### config.mk
export PLATFORM = sky130hd
export DESIGN_NAME = programCounter
export DESIGN_NICKNAME = d
export VERILOG_FILES = /design/src/rvPkg.sv /design/src/programCounter.sv
export SDC_FILE = /design/constraint.sdc
export NUM_CORES = 1
export LEC_CHECK = 0
export BUFFER_PORTS_ARGS = -buffer_cell sky130_fd_sc_hd__buf_2
export CORE_MARGIN = 3
export CORE_UTILIZATION = 37
export DETAILED_ROUTE_END_ITERATION = 7
export HOLD_SLACK_MARGIN = 0.1
export MAX_ROUTING_LAYER = met4
export PLACE_DENSITY_LB_ADDON = 0.1
export SLEW_MARGIN = 20
export SYNTH_ARGS = -nofsm -noshare
export SYNTH_HDL_FRONTEND = slang
export SYNTH_SLANG_ARGS = --single-unit
### constraint.sdc
create_clock -name clock -period 1.9 [get_ports clock]
set_input_delay 0.19 -clock clock [delete_from_list [all_inputs] [get_ports clock]]
set_output_delay 0.19 -clock clock [all_outputs]
set_load 0.05 [all_outputs]
### src/rvPkg.sv
package rvPkg;

    localparam int xlen     = 32;
    localparam int regAddrW = 5;
    localparam int apbAddrW = 16;

    typedef enum logic [6:0] {
        LOAD   = 7'b0000011,
        OPIMM  = 7'b0010011,
        STORE  = 7'b0100011,
        BRANCH = 7'b1100011,
        OP     = 7'b0110011,
        SYSTEM = 7'b1110011
    } opcodeE;

    typedef enum logic [3:0] {
        ADD,
        SUB,
        AND,
        OR,
        SLL,
        SRL,
        SRA,
        EQ,
        NE
    } aluOpE;

    typedef enum logic [2:0] {
        IDLE,
        FETCH,
        EXECUTE,
        MEMORY,
        WRITEBACK,
        HALTED
    } cpuStateE;

    // APB map, region in pAddr[13:12]
    typedef enum logic [1:0] {
        IMEM = 2'd0,
        DMEM = 2'd1,
        REGS = 2'd2,   // read only
        CTRL = 2'd3
    } regionE;

    localparam logic [11:0] ctrlStartOff = 12'h000;
    localparam logic [11:0] ctrlPcOff    = 12'h004;

endpackage

### src/programCounter.sv
`timescale 1ns/10ps

module programCounter #(
    parameter int imemWords = 256
) (
    input  logic                   clock,
    input  logic                   rst,
    input  logic                   pcRestart,
    input  logic                   pcAdvance,
    input  logic                   pcBranch,
    input  logic                   cond,
    input  logic [rvPkg::xlen-1:0] imm,
    output logic [rvPkg::xlen-1:0] pc
);
    import rvPkg::*;

    localparam int spanW = $clog2(imemWords) + 2;   // Byte address bits of IMEM

    logic [xlen-1:0] offset;
    logic [xlen-1:0] pcSum;

    assign offset = (pcBranch && cond) ? imm : xlen'(4);
    assign pcSum  = pc + offset;

    always_ff @(posedge clock) begin
        if (rst)
            pc <= '0;
        else if (pcRestart)
            pc <= '0;
        else if (pcAdvance || pcBranch)
            pc <= {{(xlen-spanW){1'b0}}, pcSum[spanW-1:0]};   // Wrap inside IMEM
    end

endmodule

== Word level (Yosys, flattened, before mapping) ==
Cells that the tools add are included.

* $add $sub $neg: 1
* Multiplexer cells: 1
* Reductions and logical operators: 3

{| class="wikitable"
|+ Operators by type and width
! kind !! number
|-
| adder 10 bit || 1
|-
| two-way mux 10 bit || 1
|-
| OR reduction 2 bit || 1
|-
| logical AND 1 bit || 1
|-
| logical OR 1 bit || 1
|}

* Flip-flop bits (word level): 10
* Input bits: 38
* Output and inout port bits: 32
* Logic and storage cells: 6

== Longest topological paths before layout ==
Gate-level depths: netlist of run 1.

* Depth after elaboration: 3
* Gate-level depth with buffers: 10
* Mapped depth without buffers: 9

== Least setup slack after synthesis of run 1 ==
OpenSTA, ideal clock, no wires.

* Path kind: flip-flop to flip-flop
* Start point: reg pc[0] (netlist bit)
* End point: reg pc[6] (netlist bit)
* Library setup time: 0.079 ns
* Arrival time: 2.117 ns
* Data required time: 1.821 ns
* Slack: -0.296 ns
* Stages on the path, launching flop included: 9
* Path buffers: 0
* Period minus slack after synthesis: 2.196 ns
* Path through: dfxtp_1 > ha_1 > inv_1 > fa_1 > nor2b_1 > o21a_1 > o21bai_1 > a2111o_1 > o211ai_1

* Cells in the longest elaborated chain, start to end: 1

{| class="wikitable"
|+ RTL lines
! element !! RTL line !! RTL
|-
| from (decl) || programCounter.sv:13 || <nowiki>output logic [rvPkg::xlen-1:0] pc</nowiki>
|-
| from (signal assigned) || programCounter.sv:31 || <nowiki>pc <= {{(xlen-spanW){1'b0}}, pcSum[spanW-1:0]};</nowiki>
|-
| adder 10 bit || programCounter.sv:23 || <nowiki>assign pcSum = pc + offset;</nowiki>
|}

No other way between the ends.
A chain may end at the register's enable or synchronous reset.

== Final worst setup path of run 1 ==
Same ends and word-level chain as after synthesis.

==> results_tabular.tex, run 1 <==
\begin{tabular}{lr}
\hline
Metric & Value \\
\hline
\multicolumn{2}{l}{\textbf{CTS}} \\
\quad Clock latency of the later-clocked register in the worst-skew pair & 260 ps \\
\quad Clock net sink count & 10 \\
\quad Buffer depth of the longest clock path & 2 \\
\quad CTS root buf & sky130\_fd\_sc\_hd\_\_clkbuf\_4 \\
\quad TritonCTS buffer count & 3 \\
\quad Number of levels in the clock H-tree & 1 \\
\quad Clock transition time at the flip-flop clock pins of the worst setup and hold paths & 80 ps \\
\quad CTS tree & yes \\
\quad Hold-fix buffers, CTS & 0 \\
\multicolumn{2}{l}{\textbf{Synth}} \\
\quad Fraction of the yosys area taken by sequential cells & 0.193 \\
\quad Most used standard cell by instance count after synthesis & sky130\_fd\_sc\_hd\_\_buf\_4 \\
\quad FFs w/ async S/R, synth & 0 \\
\quad Number of storage elements in the synthesis netlist & 10 \\
\quad Number of flops mapped to enable cells by yosys & 0 \\
\quad Post-Syn Area per Cell & 7.44 um\^{}2 \\
\quad Portion of synthesized cell area occupied by the leading cell type & 0.193 \\
\quad Cell accounting for the most synthesized area & sky130\_fd\_sc\_hd\_\_dfxtp\_1 \\
\quad Leading cell types by count after synthesis & 22 x sky130\_fd\_sc\_hd\_\_buf\_4, 21 x sky130\_fd\_sc\_hd\_\_nand2\_1, 12 x sky130\_fd\_sc\_hd\_\_a21oi\_1 \\
\quad Most used flip-flop cell after synthesis & sky130\_fd\_sc\_hd\_\_dfxtp\_1 \\
\quad Number of standard cells after synthesis & 139 \\
\quad YS warnings & 0 \\
\quad Netlist area before placement & 1030 um\^{}2 \\
\quad Post-synth cell types & 35 \\
\quad Most area-consuming cells after synthesis & sky130\_fd\_sc\_hd\_\_dfxtp\_1 19\%, sky130\_fd\_sc\_hd\_\_buf\_4 16\%, sky130\_fd\_sc\_hd\_\_ha\_1 11\% \\
\multicolumn{2}{l}{\textbf{Route}} \\
\quad Remaining antenna violation count & 0 \\
\quad DRC violation total after the first TritonRoute iteration & 26 \\
\quad DR vias & 1,026 \\
\quad DRC Markers & 0 \\
\quad Detailed-router iteration count before antenna repair & 4 \\
\quad Wire length reported by the detailed router & 2480 um \\
\quad Wirelength per Cell & 11.8 um \\
\quad Vias per Instance & 4.89 \\
\multicolumn{2}{l}{\textbf{STA}} \\
\quad Part of the cycle the worst path needs & 0.953 \\
\quad Final hold violations & 0 \\
\quad Minimum clock period after layout & 1810 ps \\
\quad Worst Skew & 3.18 ps \\
\quad Fin worst setup slack & 89.9 ps \\
\quad Setup violators final & 0 \\
\quad Final setup TNS & 0 ps \\
\quad Fmax & 552 MHz \\
\quad Max-slew violation count & 0 \\
\quad Unrepaired setup endpoints after global routing & false \\
\multicolumn{2}{l}{\textbf{Power and ir drop}} \\
\quad Static leakage power & 0.000670 uW \\
\quad Power per Cell Area & 490 nW/um\^{}2 \\
\quad Maximum vdd ir drop & 260 uV \\
\multicolumn{2}{l}{\textbf{Min path}} \\
\quad Hold WC Path Type & primary input to flop \\
\multicolumn{2}{l}{\textbf{GRT}} \\
\quad Number of antenna violations at the first check in global routing & 0 \\
\quad Overflow left after global routing & 0 \\
\quad Number of global-route vias before repair & 953 \\
\quad GRT Util Overall & 0.150 \\
\quad Wire length of the first global-routing pass & 3910 um \\
\quad Largest net degree at the start of global routing & 11 \\
\multicolumn{2}{l}{\textbf{Die}} \\
\quad Top-level port count & 70 \\
\quad Horiz. Die Dim & 58.9 um \\
\quad Core area & 2570 um\^{}2 \\
\quad Overall die area & 3470 um\^{}2 \\
\quad Floorplan die height & 58.9 um \\
\quad Effective utilization at floorplan & 0.403 \\
\quad Std cell rows & 18 \\
\multicolumn{2}{l}{\textbf{Cells and area}} \\
\quad Count of non-filler cells in the finished layout & 210 \\
\quad NumNets Final & 229 \\
\quad Area taken by flip-flops and latches & 211 um\^{}2 \\
\quad Most flop-heavy register & pc \\
\quad Area Growth Syn to Fin & 24.1\% \\
\quad Layout cells sized above 1 & 0.328 \\
\quad Design area & 1280 um\^{}2 \\
\quad Ant diodes & 0 \\
\quad Count of fill cells added during filler insertion & 257 \\
\quad Largest register FFs & 10 \\
\quad Total area of multi-input combinational cells & 744 um\^{}2 \\
\quad Top flop regs & pc (10) \\
\multicolumn{2}{l}{\textbf{Setup path}} \\
\quad Worst Path Arrival & 2000 ps \\
\quad Kind of critical path & flop to flop \\
\quad Max FO, Critical Path & 4 \\
\quad Required time of the worst setup path & 2090 ps \\
\quad Capturing element type of the critical path & flop \\
\quad Startpoint type of the worst setup path & flop \\
\multicolumn{2}{l}{\textbf{Place}} \\
\quad Pre-CTS WS & -202 ps \\
\quad IO Port Bufs & 25 \\
\quad Global placer's final weighted congestion & 0.805 \\
\quad Post-placement cell area & 1240 um\^{}2 \\
\quad Placed wire-length estimate after detailed placement & 1970 um \\
\quad Number of instances in the placed design & 204 \\
\multicolumn{2}{l}{\textbf{Flow run}} \\
\quad Maxcap violations & 0 \\
\multicolumn{2}{l}{\textbf{Run status}} \\
\quad Run status & complete, no violations \\
\hline
\end{tabular}
-- cell usage in the layout, fill, tap and decap left out, drive strengths merged --
master,instances
or3,3
dfxtp,10
a21oi,12
a22oi,1
nor2,8
nand2,21
o21bai,1
conb,22
mux2i,1
nand3b,1
nor3,2
buf,42
clkbuf,4
o211ai,4
ha,9
xnor2,1
inv,3
and3,9
fa,1
a21o,1
o41a,1
nor4,1
and4,1
a2111o,2
o21a,2
a211oi,1
or2,3
nand3,5
a211o,1
nor2b,2
o21ai,5
-- stage by stage --
stage	total power (uW)	util	hold WS (ps)
global placement	462	0.482	447
finish	629	0.500	310
floorplan	446	-	530
CTS	634	0.498	320
detailed placement	464	0.482	456
global route	670	0.500	323
-- cell families (layout without fill, tap and decap cells) --
family,after synthesis,in the layout,synth area share
XOR/XNOR,1,1,0.00847
AO/OA/AOI/OAI,31,31,0.203
multiplexers,1,1,0.00967
buffers and inverters,29,49,0.185
adder cells (fa/ha/maj),10,10,0.128
other,1,22,0.00362
AND/OR/NAND/NOR,56,56,0.268
flip-flops,10,10,0.193
-- what timing repair did --
item                       in CTS  in global routing
pin swaps                       3                  2
setup endpoints to repair       1                  1
setup buffers                   2                  0
resized for setup               0                  2
-- routing by layer --
layer  global-route usage  up-vias  share of wire
li1                     -      528              -
met1                0.180      454           0.44
met2                0.244       39           0.46
met3               0.0329        5          0.087
met4               0.0583        0          0.015
met5                    -        -              0
-- power by group --
part | leakage (uW) | total [uW] | internal [uW] | switching (uW)
logic | 0.000571 | 240 | 61.7 | 178
registers | 0.0000840 | 221 | 215 | 5.67
clock network | 0.0000150 | 168 | 81.0 | 86.9
-- worst max-delay path: stages (launching register included) --
cell and delay [ps]:
sky130_fd_sc_hd__dfxtp_4 370, sky130_fd_sc_hd__ha_4 120, sky130_fd_sc_hd__inv_1 40, sky130_fd_sc_hd__fa_2 330, sky130_fd_sc_hd__nor2b_2 140, sky130_fd_sc_hd__o21a_1 180, sky130_fd_sc_hd__o21bai_1 100, sky130_fd_sc_hd__a2111o_1 370
sky130_fd_sc_hd__o211ai_1 80
-- layout make-up --
class                           instances  area share
Multi-Input combinational cell        121       0.580
Timing Repair Buffer                   42       0.197
Sequential cell                        10       0.165
Tap cell                               30      0.0292
Clock buffer                            4      0.0205
Inverter                                3     0.00877
-- final timing paths --
path | startpoint | to | slack (ps) | cells after the start
max reg2reg | pc[0] | pc[6] | 90 | 8
min reg2reg | pc[4] | pc[4] | 460 | 2
min | pcAdvance | pc[1] | 310 | 3
max | pc[0] | pc[6] | 90 | 8
(Power assumes the default switching activity.)
==> inputs of run 2 (changes only) <==
--- a/config.mk
+++ b/config.mk
@@ -6,7 +6,7 @@
 export NUM_CORES = 1
 export LEC_CHECK = 0
 export BUFFER_PORTS_ARGS = -buffer_cell sky130_fd_sc_hd__buf_2
-export CORE_MARGIN = 3
+export CORE_MARGIN = 10
 export CORE_UTILIZATION = 37
 export DETAILED_ROUTE_END_ITERATION = 7
 export HOLD_SLACK_MARGIN = 0.1
==> results_tabular.tex, run 2 (synthesis results as in run 1) <==
\begin{tabular}{lr}
\hline
Metric & Value \\
\hline
\multicolumn{2}{l}{\textbf{CTS}} \\
\quad CTS tree & yes \\
\quad Buffer depth of the longest clock path & 2 \\
\quad Clock net sink count & 10 \\
\quad Clock transition time at the flip-flop clock pins of the worst setup and hold paths & 80 ps \\
\quad Number of levels in the clock H-tree & 1 \\
\quad CTS root buf & sky130\_fd\_sc\_hd\_\_clkbuf\_4 \\
\quad TritonCTS buffer count & 3 \\
\quad Clock latency of the later-clocked register in the worst-skew pair & 280 ps \\
\multicolumn{2}{l}{\textbf{Cells and area}} \\
\quad Final design utilization & 0.465 \\
\quad Count of fill cells added during filler insertion & 293 \\
\quad Area Growth Syn to Fin & 21.8\% \\
\quad Layout cells sized above 1 & 0.316 \\
\quad Ant diodes & 0 \\
\quad Top flop regs & pc (10) \\
\quad Top library cells by usage in the layout, fill and taps aside & 25 x sky130\_fd\_sc\_hd\_\_buf\_2, 22 x sky130\_fd\_sc\_hd\_\_conb\_1, 20 x sky130\_fd\_sc\_hd\_\_nand2\_1 \\
\quad Most common library cell in the layout ignoring fill and taps & sky130\_fd\_sc\_hd\_\_buf\_2 \\
\quad NumNets Final & 223 \\
\quad Most flop-heavy register & pc \\
\quad Largest register FFs & 10 \\
\multicolumn{2}{l}{\textbf{Power and ir drop}} \\
\quad Maximum vdd ir drop & 359 uV \\
\quad Power per Cell Area & 499 nW/um\^{}2 \\
\quad Static leakage power & 0.000651 uW \\
\multicolumn{2}{l}{\textbf{Route}} \\
\quad DRC violation total after the first TritonRoute iteration & 33 \\
\quad Vias per Instance & 4.93 \\
\quad Wire length reported by the detailed router & 2830 um \\
\quad DRC Markers & 0 \\
\quad Detailed-router iteration count before antenna repair & 4 \\
\quad Remaining antenna violation count & 0 \\
\quad Wirelength per Cell & 13.8 um \\
\quad DR vias & 1,010 \\
\multicolumn{2}{l}{\textbf{STA}} \\
\quad Setup violators final & 0 \\
\quad Worst hold margin & 296 ps \\
\quad Max-slew violation count & 0 \\
\quad Unrepaired setup endpoints after global routing & true \\
\quad Final hold violations & 0 \\
\quad Worst Skew & 7.58 ps \\
\quad Fmax & 542 MHz \\
\quad Part of the cycle the worst path needs & 0.970 \\
\quad Minimum clock period after layout & 1840 ps \\
\multicolumn{2}{l}{\textbf{Die}} \\
\quad Floorplan die height & 72.9 um \\
\quad Top-level port count & 70 \\
\quad Overall die area & 5310 um\^{}2 \\
\quad Horiz. Die Dim & 72.9 um \\
\quad Effective utilization at floorplan & 0.382 \\
\quad Core area & 2710 um\^{}2 \\
\quad Std cell rows & 19 \\
\multicolumn{2}{l}{\textbf{Setup path}} \\
\quad Worst Path Arrival & 2040 ps \\
\quad Required time of the worst setup path & 2100 ps \\
\quad Capturing element type of the critical path & flop \\
\quad RR Startpoint & pc[0] \\
\quad Max FO, Critical Path & 4 \\
\quad Startpoint type of the worst setup path & flop \\
\quad Kind of critical path & flop to flop \\
\quad Reg-to-reg critical path endpoint & pc[6] \\
\quad Worst R2R Setup Slack & 60 ps \\
\quad Reg2Reg Depth & 8 \\
\multicolumn{2}{l}{\textbf{Min path}} \\
\quad Startpoint of the worst hold path & pcAdvance \\
\quad Hold Crit Depth & 3 \\
\quad Worst-case hold path end point & pc[1] \\
\quad Hold WC Path Type & primary input to flop \\
\multicolumn{2}{l}{\textbf{GRT}} \\
\quad Number of antenna violations at the first check in global routing & 0 \\
\quad Number of global-route vias before repair & 1,029 \\
\quad GRT Util Overall & 0.111 \\
\quad Overflow left after global routing & 0 \\
\quad Wire length of the first global-routing pass & 4670 um \\
\quad Largest net degree at the start of global routing & 12 \\
\multicolumn{2}{l}{\textbf{Run status}} \\
\quad Run status & complete, no violations \\
\multicolumn{2}{l}{\textbf{Flow run}} \\
\quad Maxcap violations & 0 \\
\multicolumn{2}{l}{\textbf{Place}} \\
\quad IO Port Bufs & 25 \\
\quad Placed wire-length estimate after detailed placement & 2320 um \\
\quad Global placer's final weighted congestion & 0.778 \\
\hline
\end{tabular}
[run 2: worst max-delay path by stage]
stage                       end  startpoint  cells past startpoint  slack, ps
final                     pc[6]       pc[0]                      8         60
after global routing      pc[6]       pc[0]                      8        -30
after CTS                 pc[6]       pc[0]                      8          4
after detailed placement  pc[6]        cond                     10       -160
after global placement    pc[6]        cond                     10       -150
after floorplan           pc[6]    pcBranch                     10        -30
[run 2: what timing repair did]
action                     in CTS  in global routing
hold buffers                    0                  0
pin swaps                       1                  5
setup endpoints to repair       1                  1
buffers inserted                0                  1
resized for setup               1                  4
[run 2: layout make-up]
| type | count | area, um^2 | area share |
|---|---|---|---|
| Multi-Input combinational cell | 121 | 752 | 0.597 |
| Sequential cell | 10 | 211 | 0.168 |
| Timing Repair Buffer | 36 | 220 | 0.175 |
| Inverter | 3 | 11.3 | 0.00894 |
| Clock inverter | 1 | 3.75 | 0.00298 |
| Clock buffer | 3 | 22.5 | 0.0179 |
| Tap cell | 31 | 38.8 | 0.0308 |
[run 2: per-stage QoR]
step           cells  TNS (ps)  power (uW)  setup slack [ps]  cell area (um^2)
5_1_grt          205     -30.9         659             -30.9              1260
2_1_floorplan    160     -26.9         446             -26.9              1150
3_3_place_gp     200      -445         462              -147              1210
6_report         205         0         628              56.7              1260
3_5_place_dp     200      -480         465              -164              1210
4_1_cts          204         0         629              3.98              1240
[run 2: critical path, cell delays in order, from the launching register on]
cell                       delay, ps
sky130_fd_sc_hd__dfxtp_4         370
sky130_fd_sc_hd__ha_4            130
sky130_fd_sc_hd__inv_2            40
sky130_fd_sc_hd__fa_2            400
sky130_fd_sc_hd__nor2b_4         130
sky130_fd_sc_hd__o21a_1          170
sky130_fd_sc_hd__o21bai_1        100
sky130_fd_sc_hd__a2111o_1        360
sky130_fd_sc_hd__o211ai_1         70
[run 2: metal layers]
metal,part of all wire,vias to the layer above,GRT usage,wire length [um]
met1,0.43,462,0.122,1230
met2,0.49,28,0.177,1390
li1,-,518,-,-
met4,0.0060,0,0.0316,17
met3,0.069,2,0.0463,195
met5,0,-,-,0
[run 2: power by group]
part / leakage, uW / total, uW / internal [uW] / switching [uW]
Combinational: 0.000551 / 242 / 60.9 / 181
Sequential: 0.0000840 / 221 / 215 / 5.82
Clock: 0.0000154 / 166 / 76.2 / 89.5
==> inputs of run 3 (changes only) <==
--- a/config.mk
+++ b/config.mk
@@ -12,6 +12,7 @@
 export HOLD_SLACK_MARGIN = 0.1
 export MAX_ROUTING_LAYER = met4
 export PLACE_DENSITY_LB_ADDON = 0.1
+export REMOVE_ABC_BUFFERS = 1
 export SLEW_MARGIN = 20
 export SYNTH_ARGS = -nofsm -noshare
 export SYNTH_HDL_FRONTEND = slang
==> results_tabular.tex, run 3 (synthesis results as in run 1) <==
\begin{tabular}{lr}
\hline
Metric & Value \\
\hline
\multicolumn{2}{l}{\textbf{STA}} \\
\quad Fmax & 548 MHz \\
\quad Setup violators final & 0 \\
\quad Worst hold margin & 327 ps \\
\quad Final setup TNS & 0 ps \\
\quad Max-slew violation count & 0 \\
\quad Final hold violations & 0 \\
\quad Fin worst setup slack & 75.7 ps \\
\quad Part of the cycle the worst path needs & 0.960 \\
\quad Minimum clock period after layout & 1820 ps \\
\quad Worst Skew & 3.45 ps \\
\multicolumn{2}{l}{\textbf{Die}} \\
\quad Core area & 2710 um\^{}2 \\
\quad Effective utilization at floorplan & 0.382 \\
\quad Top-level port count & 70 \\
\quad Horiz. Die Dim & 72.9 um \\
\quad Std cell rows & 19 \\
\quad Overall die area & 5310 um\^{}2 \\
\quad Floorplan die height & 72.9 um \\
\multicolumn{2}{l}{\textbf{Power and ir drop}} \\
\quad Power share of the combinational group & 0.399 \\
\quad Part of the power in registers & 0.354 \\
\quad Static leakage power & 0.000689 uW \\
\quad Maximum vdd ir drop & 312 uV \\
\quad Internal power & 358 uW \\
\quad Fraction of power spent switching nets & 0.431 \\
\quad Clock power frac & 0.247 \\
\quad Power per Cell Area & 477 nW/um\^{}2 \\
\quad Net switching component of the power & 271 uW \\
\multicolumn{2}{l}{\textbf{GRT}} \\
\quad Number of antenna violations at the first check in global routing & 0 \\
\quad Largest net degree at the start of global routing & 10 \\
\quad GRT Util Overall & 0.111 \\
\quad Wire length of the first global-routing pass & 4730 um \\
\quad Overflow left after global routing & 0 \\
\quad Number of global-route vias before repair & 1,120 \\
\multicolumn{2}{l}{\textbf{Place}} \\
\quad Global placer's final weighted congestion & 0.811 \\
\quad Pre-CTS WS & -174 ps \\
\quad Placed wire-length estimate after detailed placement & 2410 um \\
\quad IO Port Bufs & 25 \\
\multicolumn{2}{l}{\textbf{Setup path}} \\
\quad Worst R2R Setup Slack & 80 ps \\
\quad Reg-to-reg critical path endpoint & pc[6] \\
\quad Startpoint type of the worst setup path & flop \\
\quad Kind of critical path & flop to flop \\
\quad Dominant delay contributor by cell family on the critical path & compound AO/OA/AOI/OAI gates \\
\quad Reg2Reg Depth & 8 \\
\quad Slowest cell on the critical path & sky130\_fd\_sc\_hd\_\_fa\_2 \\
\quad Delay of the slowest cell on the worst path & 400 ps \\
\quad Cell-by-cell listing of the critical path & ha\_4 -> inv\_2 -> fa\_2 -> nor2b\_2 -> o21a\_1 -> o21bai\_1 -> a2111o\_1 -> o211ai\_1 \\
\quad Capturing element type of the critical path & flop \\
\quad Number of buffer and inverter stages on the critical path & 1 \\
\quad Worst Path Arrival & 2020 ps \\
\quad Required time of the worst setup path & 2090 ps \\
\quad Max FO, Critical Path & 2 \\
\quad RR Startpoint & pc[0] \\
\multicolumn{2}{l}{\textbf{CTS}} \\
\quad Clock transition time at the flip-flop clock pins of the worst setup and hold paths & 80 ps \\
\quad Buffer depth of the longest clock path & 2 \\
\quad Hold-fix buffers, CTS & 0 \\
\quad CTS root buf & sky130\_fd\_sc\_hd\_\_clkbuf\_4 \\
\quad TritonCTS buffer count & 3 \\
\quad Number of levels in the clock H-tree & 1 \\
\quad Clock net sink count & 10 \\
\quad CTS tree & yes \\
\quad Clock latency of the later-clocked register in the worst-skew pair & 260 ps \\
\multicolumn{2}{l}{\textbf{Route}} \\
\quad Vias per Instance & 4.91 \\
\quad Wire length reported by the detailed router & 2920 um \\
\quad WL met3 & 149 um \\
\quad Remaining antenna violation count & 0 \\
\quad Detailed-router iteration count before antenna repair & 4 \\
\quad Sum of routed wire segments on met1 & 1390 um \\
\quad Highest signal layer in the routed design & met4 \\
\quad DRC violation total after the first TritonRoute iteration & 36 \\
\quad Wirelength per Cell & 13.8 um \\
\quad Met2 WL post-DR & 1360 um \\
\quad DR vias & 1,040 \\
\quad DRC Markers & 0 \\
\multicolumn{2}{l}{\textbf{Min path}} \\
\quad Worst-case hold path end point & pc[1] \\
\quad Hold Crit Depth & 3 \\
\quad Startpoint of the worst hold path & pcAdvance \\
\quad Hold WC Path Type & primary input to flop \\
\multicolumn{2}{l}{\textbf{Cells and area}} \\
\quad Count of fill cells added during filler insertion & 291 \\
\quad Largest register FFs & 10 \\
\quad Most flop-heavy register & pc \\
\quad Area Growth Syn to Fin & 27.4\% \\
\quad Top library cells by usage in the layout, fill and taps aside & 25 x sky130\_fd\_sc\_hd\_\_buf\_2, 22 x sky130\_fd\_sc\_hd\_\_conb\_1, 21 x sky130\_fd\_sc\_hd\_\_nand2\_1 \\
\quad Layout cells sized above 1 & 0.320 \\
\quad NumNets Final & 231 \\
\quad Ant diodes & 0 \\
\quad Most common library cell in the layout ignoring fill and taps & sky130\_fd\_sc\_hd\_\_buf\_2 \\
\quad Top flop regs & pc (10) \\
\multicolumn{2}{l}{\textbf{Flow run}} \\
\quad Maxcap violations & 0 \\
\multicolumn{2}{l}{\textbf{Run status}} \\
\quad Run status & complete, no violations \\
\hline
\end{tabular}
-- run 3: routing by layer --
metal | global-route usage | vias up
met5 | - | -
met4 | 0.0401 | 0
met3 | 0.0286 | 4
met2 | 0.177 | 30
met1 | 0.131 | 471
li1 | - | 535
-- run 3: power groups by stage --
stage          sequential [uW]  clock (uW)  combinational [uW]
6_report                   223         155                 251
5_1_grt                    224         174                 270
4_1_cts                    222         165                 245
3_5_place_dp               227           0                 243
3_3_place_gp               226           0                 242
2_1_floorplan              250           0                 154
-- run 3: how the worst max path moves through the flow --
stage	start	endpoint	slack, ps	cells after the start
2_1_floorplan	pc[0]	pc[6]	-300	8
3_3_place_gp	cond	pc[6]	-140	10
3_5_place_dp	cond	pc[6]	-170	10
4_1_cts	pc[0]	pc[6]	40	8
5_1_grt	pc[0]	pc[8]	-10	9
6_report	pc[0]	pc[6]	80	8
-- run 3: final cells by class --
cell class | instances | area (um^2) | area share
Inverter | 3 | 11.3 | 0.00854
Multi-Input combinational cell | 121 | 752 | 0.570
Timing Repair Buffer | 44 | 293 | 0.222
Tap cell | 31 | 38.8 | 0.0294
Sequential cell | 10 | 201 | 0.153
Clock buffer | 3 | 22.5 | 0.0171
-- run 3: worst min-delay path: stages --
cell,delay [ps]
sky130_fd_sc_hd__buf_2,90
sky130_fd_sc_hd__or2_2,180
sky130_fd_sc_hd__a211oi_1,90
-- run 3: per-stage QoR --
stage	area [um^2]	util	instances	total power [uW]
2_1_floorplan	933	-	134	404
3_3_place_gp	1240	0.458	206	468
3_5_place_dp	1240	0.458	206	470
4_1_cts	1280	0.473	211	632
5_1_grt	1320	0.487	212	668
6_report	1320	0.487	212	629
-- run 3: repair_timing --
action / CTS / global route
cloned: 0 / 0
pin swaps: 1 / 4
resized for setup: 1 / 6
endpoints found under the setup margin: 1 / 2
setup buffers: 2 / 1
